==> config.mk <==
export PLATFORM = sky130hd
export DESIGN_NAME = cache_top
export DESIGN_NICKNAME = d
export VERILOG_FILES = /design/src/hdl/cache_pkg.sv /design/src/hdl/cache_top.sv /design/src/hdl/cache_line_store.sv /design/src/hdl/cache_controller.sv
export SDC_FILE = /design/constraint.sdc
export NUM_CORES = 1
export LEC_CHECK = 0
export ABC_CLOCK_PERIOD_IN_PS = 15900
export BUFFER_PORTS_ARGS = -buffer_cell sky130_fd_sc_hd__buf_4
export CAP_MARGIN = 20
export CORE_MARGIN = 10
export CORE_UTILIZATION = 35
export DETAILED_ROUTE_END_ITERATION = 10
export PLACE_DENSITY = 0.48
export SETUP_SLACK_MARGIN = 0.4
export SYNTH_ARGS = -nofsm -noshare
export SYNTH_HDL_FRONTEND = slang
export SYNTH_SLANG_ARGS = --single-unit
==> constraint.sdc <==
create_clock -name clk -period 15.9 [get_ports clk]
set_clock_uncertainty 0.2 [all_clocks]
set_input_delay 1.59 -clock clk [delete_from_list [all_inputs] [get_ports clk]]
set_output_delay 1.59 -clock clk [all_outputs]
set_load 0.005 [all_outputs]
==> src/hdl/cache_pkg.sv <==
package cache_pkg;

    localparam int word_w      = 32;
    localparam int line_w      = 128;
    localparam int proc_addr_w = 30;
    localparam int offset_w    = 2;                         // four words per line
    localparam int mem_addr_w  = proc_addr_w - offset_w;

    typedef logic [word_w-1:0]      word_t;
    typedef logic [line_w-1:0]      line_t;
    typedef logic [proc_addr_w-1:0] proc_addr_t;            // word address
    typedef logic [mem_addr_w-1:0]  mem_addr_t;             // line address
    typedef logic [offset_w-1:0]    word_offset_t;

    // processor side, held by the processor while stalled
    typedef struct packed {
        logic       read;
        logic       write;
        proc_addr_t addr;
        word_t      wdata;
    } proc_req_t;

    typedef struct packed {
        logic      read;
        logic      write;
        mem_addr_t addr;
        line_t     wdata;
    } mem_req_t;

    // state of the line addressed by the current request
    typedef struct packed {
        logic      hit;
        logic      dirty;
        mem_addr_t victim_addr;                             // stored tag and index
        line_t     line;
    } lookup_t;

    typedef enum logic [1:0] {
        compare,
        write_back,
        allocate
    } ctrl_state_t;

endpackage
==> src/hdl/cache_top.sv <==
`timescale 1ns/1ns

module cache_top
    import cache_pkg::*;
#(
    parameter int line_index_w = 3                          // 8 lines
)
(
    input  logic      clk,
    input  logic      proc_reset,
    input  proc_req_t proc_req,
    output logic      proc_stall,
    output word_t     proc_rdata,
    output mem_req_t  mem_req,
    input  line_t     mem_rdata,
    input  logic      mem_ready
);

    lookup_t lookup;
    logic    fill;
    logic    write_word;

    cache_controller #(
        .line_index_w (line_index_w)
    ) u_controller (
        .clk        (clk),
        .proc_reset (proc_reset),
        .proc_req   (proc_req),
        .lookup     (lookup),
        .mem_ready  (mem_ready),
        .fill       (fill),
        .write_word (write_word),
        .proc_stall (proc_stall),
        .mem_req    (mem_req)
    );

    cache_line_store #(
        .line_index_w (line_index_w)
    ) u_line_store (
        .clk        (clk),
        .proc_reset (proc_reset),
        .proc_req   (proc_req),
        .fill       (fill),
        .write_word (write_word),
        .mem_rdata  (mem_rdata),
        .lookup     (lookup),
        .rdata      (proc_rdata)
    );

endmodule

==> src/hdl/cache_line_store.sv <==
`timescale 1ns/1ns

module cache_line_store
    import cache_pkg::*;
#(
    parameter int line_index_w = 3
)
(
    input  logic      clk,
    input  logic      proc_reset,
    input  proc_req_t proc_req,
    input  logic      fill,
    input  logic      write_word,
    input  line_t     mem_rdata,
    output lookup_t   lookup,
    output word_t     rdata
);

    localparam int tag_w = mem_addr_w - line_index_w;
    localparam int lines = 1 << line_index_w;

    logic [tag_w-1:0]        tag_mem [lines];
    line_t                   data_mem [lines];
    logic [lines-1:0]        valid;
    logic [lines-1:0]        dirty;

    proc_addr_t              addr;
    logic [line_index_w-1:0] index;
    logic [tag_w-1:0]        req_tag;
    word_offset_t            offset;
    logic [tag_w-1:0]        stored_tag;
    line_t                   stored_line;

    assign addr    = proc_req.addr;
    assign offset  = addr[offset_w-1:0];
    assign index   = addr[line_index_w+offset_w-1:offset_w];
    assign req_tag = addr[proc_addr_w-1:line_index_w+offset_w];

    assign stored_tag  = tag_mem[index];
    assign stored_line = data_mem[index];

    assign lookup.hit         = valid[index] && (stored_tag == req_tag);
    assign lookup.dirty       = valid[index] && dirty[index];
    assign lookup.victim_addr = {stored_tag, index};       // where the old line lives
    assign lookup.line        = stored_line;

    // word k at bits 32k+31 down to 32k
    assign rdata = stored_line[offset*word_w +: word_w];

    always_ff @(posedge clk)
    begin
        if (proc_reset)
        begin
            valid <= '0;
            dirty <= '0;
        end
        else if (fill)
        begin
            valid[index] <= 1'b1;
            dirty[index] <= 1'b0;                           // fresh copy from memory
        end
        else if (write_word)
        begin
            dirty[index] <= 1'b1;
        end
    end

    always_ff @(posedge clk)
    begin
        if (fill)
        begin
            tag_mem[index]  <= req_tag;
            data_mem[index] <= mem_rdata;
        end
        else if (write_word)
        begin
            data_mem[index][offset*word_w +: word_w] <= proc_req.wdata;   // merge one word
        end
    end

    a_fill_write_excl : assert property (
        @(posedge clk) disable iff (proc_reset)
        !(fill && write_word)
    ) else $error("fill and word write in the same cycle");

endmodule

==> src/hdl/cache_controller.sv <==
`timescale 1ns/1ns

module cache_controller
    import cache_pkg::*;
#(
    parameter int line_index_w = 3
)
(
    input  logic      clk,
    input  logic      proc_reset,
    input  proc_req_t proc_req,
    input  lookup_t   lookup,
    input  logic      mem_ready,
    output logic      fill,
    output logic      write_word,
    output logic      proc_stall,
    output mem_req_t  mem_req
);

    ctrl_state_t state;
    ctrl_state_t state_next;
    mem_req_t    mem_req_next;
    logic        proc_active;
    mem_addr_t   miss_addr;

    logic        req_read;
    logic        req_write;
    mem_addr_t   req_addr;
    line_t       req_wdata;

    assign proc_active = proc_req.read | proc_req.write;
    assign miss_addr   = proc_req.addr[proc_addr_w-1:offset_w];   // line being accessed

    // only a hit in compare lets the access through
    assign proc_stall = proc_active && !((state == compare) && lookup.hit);
    assign write_word = (state == compare) && proc_req.write && lookup.hit;
    assign fill       = (state == allocate) && mem_ready;

    assign mem_req = '{read: req_read, write: req_write, addr: req_addr, wdata: req_wdata};

    always_comb
    begin
        state_next   = state;
        mem_req_next = mem_req;
        case (state)
            compare:
            begin
                if (proc_active && !lookup.hit)
                begin
                    if (lookup.dirty)
                    begin
                        state_next         = write_back;        // evict first
                        mem_req_next.write = 1'b1;
                        mem_req_next.addr  = lookup.victim_addr;
                        mem_req_next.wdata = lookup.line;
                    end
                    else
                    begin
                        state_next        = allocate;
                        mem_req_next.read = 1'b1;
                        mem_req_next.addr = miss_addr;
                    end
                end
            end
            write_back:
            begin
                if (mem_ready)
                begin
                    // victim accepted, refill starts next cycle
                    state_next         = allocate;
                    mem_req_next.write = 1'b0;
                    mem_req_next.read  = 1'b1;
                    mem_req_next.addr  = miss_addr;
                end
            end
            allocate:
            begin
                if (mem_ready)
                begin
                    state_next        = compare;            // retried as a hit
                    mem_req_next.read = 1'b0;
                end
            end
            default:
            begin
                state_next        = compare;
                mem_req_next.read  = 1'b0;
                mem_req_next.write = 1'b0;
            end
        endcase
    end

    always_ff @(posedge clk)
    begin
        if (proc_reset)
        begin
            state     <= compare;
            req_read  <= 1'b0;
            req_write <= 1'b0;
        end
        else
        begin
            state     <= state_next;
            req_read  <= mem_req_next.read;
            req_write <= mem_req_next.write;
        end
    end

    always_ff @(posedge clk)
    begin
        req_addr  <= mem_req_next.addr;
        req_wdata <= mem_req_next.wdata;
    end

    a_mem_req_onehot : assert property (
        @(posedge clk) disable iff (proc_reset)
        !(mem_req.read && mem_req.write)
    ) else $error("memory read and write requested together");

    a_mem_req_hold : assert property (
        @(posedge clk) disable iff (proc_reset)
        (mem_req.read || mem_req.write) && !mem_ready |=> $stable(mem_req)
    ) else $error("memory request changed before mem_ready");

    // the processor is stalled for the whole miss, so its index must match
    a_mem_req_slot : assert property (
        @(posedge clk) disable iff (proc_reset)
        (mem_req.read || mem_req.write) |->
            mem_req.addr[line_index_w-1:0] ==
            proc_req.addr[line_index_w+offset_w-1:offset_w]
    ) else $error("memory request outside the index slot of the access");

endmodule

-- Yosys cells after proc, flatten, opt, wreduce, memory -nomap -nowiden
Memories as Yosys holds them, arrays and structs flattened.
Cells that the tools add are included.
- order comparisons: 2
- shift-type cells: 3
- reduce and logical (&&, ||, !) cells: 19
- multiplexer cells: 156
- div/mod/pow operators: 0
- bitwise logic cells: 134
- multiply operators: 0
- eq/ne operators: 8
- add/subtract/negate cells: 1
- operator list (kind ; number):
    two-way mux 128 bit ; 2
    two-way mux 158 bit ; 1
    two-way mux 1 bit ; 138
    OR 1 bit ; 129
    variable shift 32 x 34 -> 128 bit (first input constant) ; 1
    indexed part select 128 x 8 -> 32 bit ; 1
    indexed part select 32 x 34 -> 128 bit ; 1
    case mux 28 bit (2 select lines) ; 1
    negator 7 -> 34 bit ; 1
    two-way mux 30 bit ; 1
    two-way mux 28 bit ; 1
    equality test 25 bit ; 1
    two-way mux 8 bit ; 2
    OR 8 bit ; 2
    inequality test 2 bit (second input constant) ; 5
    logical AND 1 bit ; 9
    AND reduction 3 bit ; 3
    bitwise AND 8 bit ; 1
    two-way mux 2 bit ; 4
    inverter 8 bit ; 1
    AND reduction 4 bit ; 2
    binary-select mux 1 bit (select 3 bit) ; 2
    case mux 1 bit (3 select lines) ; 2
    case mux 2 bit (3 select lines) ; 1
    other kinds (9) ; 11
- memory bits (writable): 1224
- memory bits (read-only): 0
- memories: 2
- bits in latches: 0
- flip-flop bits (word level): 176
- memories (memory ; words ; width ; read ports ; clocked after Yosys merged registers in ; wr ports ; RTL line ; text):
    u_line_store.data_mem ; 8 ; 128 ; 1 ; 0 ; 1 ; cache_line_store.sv:23 ; line_t data_mem [lines];
    u_line_store.tag_mem ; 8 ; 25 ; 1 ; 0 ; 1 ; cache_line_store.sv:22 ; logic [tag_w-1:0] tag_mem [lines];

-- Longest topological paths before layout
- word-level depth: 8
- depth in mapped cells: 14

-- Cells and area by module
From an unflattened synthesis, not the netlist that was laid out.
- cell total of the unflattened synthesis: 3046
- area, all modules: 54695.0 um^2
- modules (own cells, without submodules) (module ; cells each ; times used ; seq. area each (um^2) ; area each (um^2)):
    cache_line_store ; 2755 ; 1 ; 37075.6 ; 49203.4
    cache_controller ; 291 ; 1 ; 4764.6 ; 5491.5

-- Worst setup path after synthesis
OpenSTA, ideal clock, no wires.
- path type: input -> register
- start point: input port proc_req[34] in the netlist's numbering
- end point: register u_controller.req_wdata[0] (enable)
- stages on the path: 10
- required time: 14.902 ns
- buffers on the path: 3
- arrival time: 12.596 ns
- path slack: 2.305 ns
- path through: buf_6 -> buf_6 -> buf_6 -> mux4_2 -> mux2i_1 -> xor2_1 -> and3_1 -> nand4b_1 -> nor3_2 -> nor3b_1
- word-level cells in the longest chain between the ends: 6
- elaborated cells between the ends (all ways): 11
- classes of those cells: eq/ne: 1; mux: 4; reduce/logical: 5; memory: 1
- RTL lines (element ; RTL line ; text):
    start: declaration ; cache_top.sv:11 ; input proc_req_t proc_req,
    memory read (8 x 25 bit) / binary-select mux 1 bit (select 3 bit) (equally long branches) ; n/a ;
    equality test 25 bit / two-way mux 1 bit (equally long branches) ; cache_line_store.sv:42, cache_line_store.sv:43 ;
    logical AND 1 bit ; cache_line_store.sv:42 ; assign lookup.hit = valid[index] && (stored_tag == req_tag);
    logical NOT 1 bit ; cache_controller.sv:48 ; if (proc_active && !lookup.hit)
    logical AND 1 bit ; cache_controller.sv:48 ;
    AND reduction 3 bit (no line) (*) ; n/a ;
    end signal: assignment ; cache_controller.sv:112 ; req_wdata <= mem_req_next.wdata;
    end: declaration ; cache_controller.sv:29 ; line_t req_wdata;
Every way passes the cells marked *; elsewhere a longest branch is shown, timed or not. The select of a mux whose other input is x is not followed.
A chain may end at the register's enable or synchronous reset.

==> metrics <==
initial DRC count 4033; CP Launch Type primary input; CTS root buf clkbuf_16; CTS Sinks 1400; CP Data Arrival Time 6.65 ns; CP max FO 72; PortBufs 385; FF+latch count, synth 1400; Critical path destination proc_rdata[21]; total power 0.00813 W; Met1 Wirelength 86.4 mm; initial antenna violation count 21; vias 32700; Commonest cells post-synth edfxtp_1, a22oi_1, nand2_1, mux2i_1, inv_1; total grt overflow 0; CTS tree yes; count leader, synth edfxtp_1; synth top area cells edfxtp_1, a22oi_1, mux2i_1, mux4_2, nand2_1; DPL Wire Length 125 mm; H-tree levels 4; total CTS buffers 154; synth warn 0; CP startpoint proc_req[34]; met2 WL 92.8 mm; WP data required 14.11 ns; final core occ 0.421; prevailing post-synth register cell edfxtp_1; Seq/Total Area, Yosys 0.772; Clk pin slew, worst setup/hold paths 0.05 ns; power density over the cells 126 nW/um^2; layout cells sized above 1 0.235; Post-Syn Instances 3133; compound-cell area share of the yosys netlist 0.0831; Max rail drop VDD 0.000103 V; top sig layer met5; final setup vio count 0; number of synthesized flops with an enable pin 1380; asr flop ratio synth 0; critical path endpoint category output port; CTS max path bufs 3; Slew headroom 0.194; Reg2Reg Depth 10; r2r startpoint u_line_store.tag_mem[7][0]; Routed Antenna Nets 0; number of remaining DRC errors 0; Die H 413 um; fin. max-slew vios 0; status complete, no violations; Setup Buffers After CTS 0; Chip Width 413 um; WS Path Type primary input to output port; first-pass GRT wire length 276 mm; WL per Instance 35.8 um; Setup TNS 0 ns; pin count of the biggest net entering global routing 109; Max-Cap Viols 0; Post-Synth XOR/XNOR Area 0.00275; GRT Util Overall 0.234; Yosys top cell by area edfxtp_1; worst slew pin tran 1.21 ns; main combinational cell family by area after synthesis compound AO/OA/AOI/OAI gates; Hold Path Class flop to flop; mux contribution to synthesized area 0.0778; LEAKAGE 22.3 nW; Core ar. 154000 um^2; Highest Clock Rate 0.118 GHz; vias in the first global route 31600; Layout area overhead 19.6%; Netlist Area Pre-Place 54200 um^2; nets 3768; # IOs 386; worst-skew pair later-pin latency 0.79 ns; starting density of the core 0.352; Adder-Cell Fraction of Synth Area 0.00115; Simple-Gate Fraction of Synth Area 0.0381; Mapped Nets 3333; Die ar. 171000 um^2; drt pass-1 iters 5; # hold bufs at CTS 0; Post-Route WL 205 mm; Distinct cells, synth 56; Vias/cell 5.71; row cnt 144; unrepaired setup endpoints after global routing false; DR WL met3 20.7 mm; fin crit share 0.531; FF-to-FF End u_line_store.data_mem[5][76]; Mean Syn Cell Area 17.3 um^2; Post-CTS Resized 0; shortest period the worst path allows 8.44 ns; RePlAce Congestion 0.787; Synth top area share 0.765; final hold vios 0; FF-to-FF setup slack 10.85 ns
[worst min-delay path by stage]
stage	endpoint	cells past startpoint	slack, ns	start
after floorplan	u_line_store.valid[6]	2	0.23	u_line_store.valid[6]
after global placement	u_line_store.valid[4]	2	0.25	u_line_store.valid[4]
after detailed placement	u_line_store.valid[7]	2	0.26	u_line_store.valid[7]
after CTS	u_line_store.valid[0]	2	0.28	u_line_store.valid[0]
after global routing	u_line_store.valid[0]	2	0.29	u_line_store.valid[0]
final	u_line_store.valid[2]	2	0.27	u_line_store.valid[2]
[critical path: stages]
cell      delay, ns
clkbuf_8       0.61
buf_4          0.75
buf_4          0.74
nor3b_4        0.32
buf_4          0.60
buf_4          0.71
a222oi_1       0.22
o21ai_0        0.35
mux4_2         0.43
buf_4          0.12
[routing by layer]
| layer | global-route usage | vias to the layer above |
|---|---|---|
| li1 | - | 13400 |
| met1 | 0.326 | 17300 |
| met2 | 0.358 | 1671 |
| met3 | 0.0685 | 241 |
| met4 | 0.0589 | 14 |
| met5 | 0 | - |
[through the flow]
stage / worst slack [ns] / hold slack (ns) / area (um^2) / cells
global placement: 7.43 / 0.248 / 60000 / 5456
CTS: 7.36 / 0.277 / 64800 / 5726
global route: 7.30 / 0.287 / 64800 / 5727
detailed placement: 7.35 / 0.262 / 60000 / 5456
floorplan: 2.31 / 0.235 / 54200 / 3133
finish: 7.46 / 0.275 / 64800 / 5732
[cells by family after synthesis]
logic type | count (synthesis)
AO/OA/AOI/OAI | 614
XOR/XNOR | 17
adder cells (fa/ha/maj) | 5
buffers and inverters | 327
flip-flops | 1400
multiplexers | 322
AND/OR/NAND/NOR | 448
[cell usage in the layout (no fill, tap or decap), types with 8 or more instances in the layout]
master / count
edfxtp_1: 1380
buf_4: 468
a22oi_1: 277
nand2_1: 204
mux2i_1: 197
clkbuf_16: 155
inv_1: 134
o21ai_0: 78
a221oi_1: 75
mux4_2: 74
a22o_1: 72
nand3_1: 60
mux2_2: 51
nor2_1: 49
nand4_1: 45
clkbuf_1: 36
nor3_1: 35
a21oi_4: 32
clkinv_1: 30
a21oi_1: 22
clkinv_2: 22
dfxtp_1: 20
a221o_1: 15
xor2_1: 13
o22ai_1: 12
bufinv_16: 11
or3_1: 8
nor2_2: 8
[sequential cells by signal, summed over array words and instances, names as in the netlist, named ones only]
| signal | cells |
|---|---|
| u_line_store.valid | 8 |
| u_controller.req_read | 1 |
| u_line_store.data_mem | 1024 |
| u_line_store.tag_mem | 200 |
| u_controller.state | 2 |
| u_controller.req_wdata | 128 |
| u_controller.req_addr | 28 |
| u_controller.req_write | 1 |
[final cells by class]
class | count | area, um^2
inverters | 134 | 503
fillers | 13900 | 89100
well taps | 2044 | 2560
multi-input cells | 1406 | 11500
clock inverters | 79 | 769
repair buffers | 472 | 3590
clock buffers | 191 | 4010
diodes | 6 | 15.0
flip-flops and latches | 1400 | 41800
[report_power, final]
| group | internal [W] | leakage (nW) | switching (W) |
|---|---|---|---|
| Clock | 0.00197 | 2.34 | 0.00148 |
| Combinational | 0.000169 | 7.29 | 0.000380 |
| Sequential | 0.00412 | 12.6 | 0.0000119 |
| Total | 0.00626 | 22.3 | 0.00187 |
Note: power is estimated with default switching activity, not from simulation.
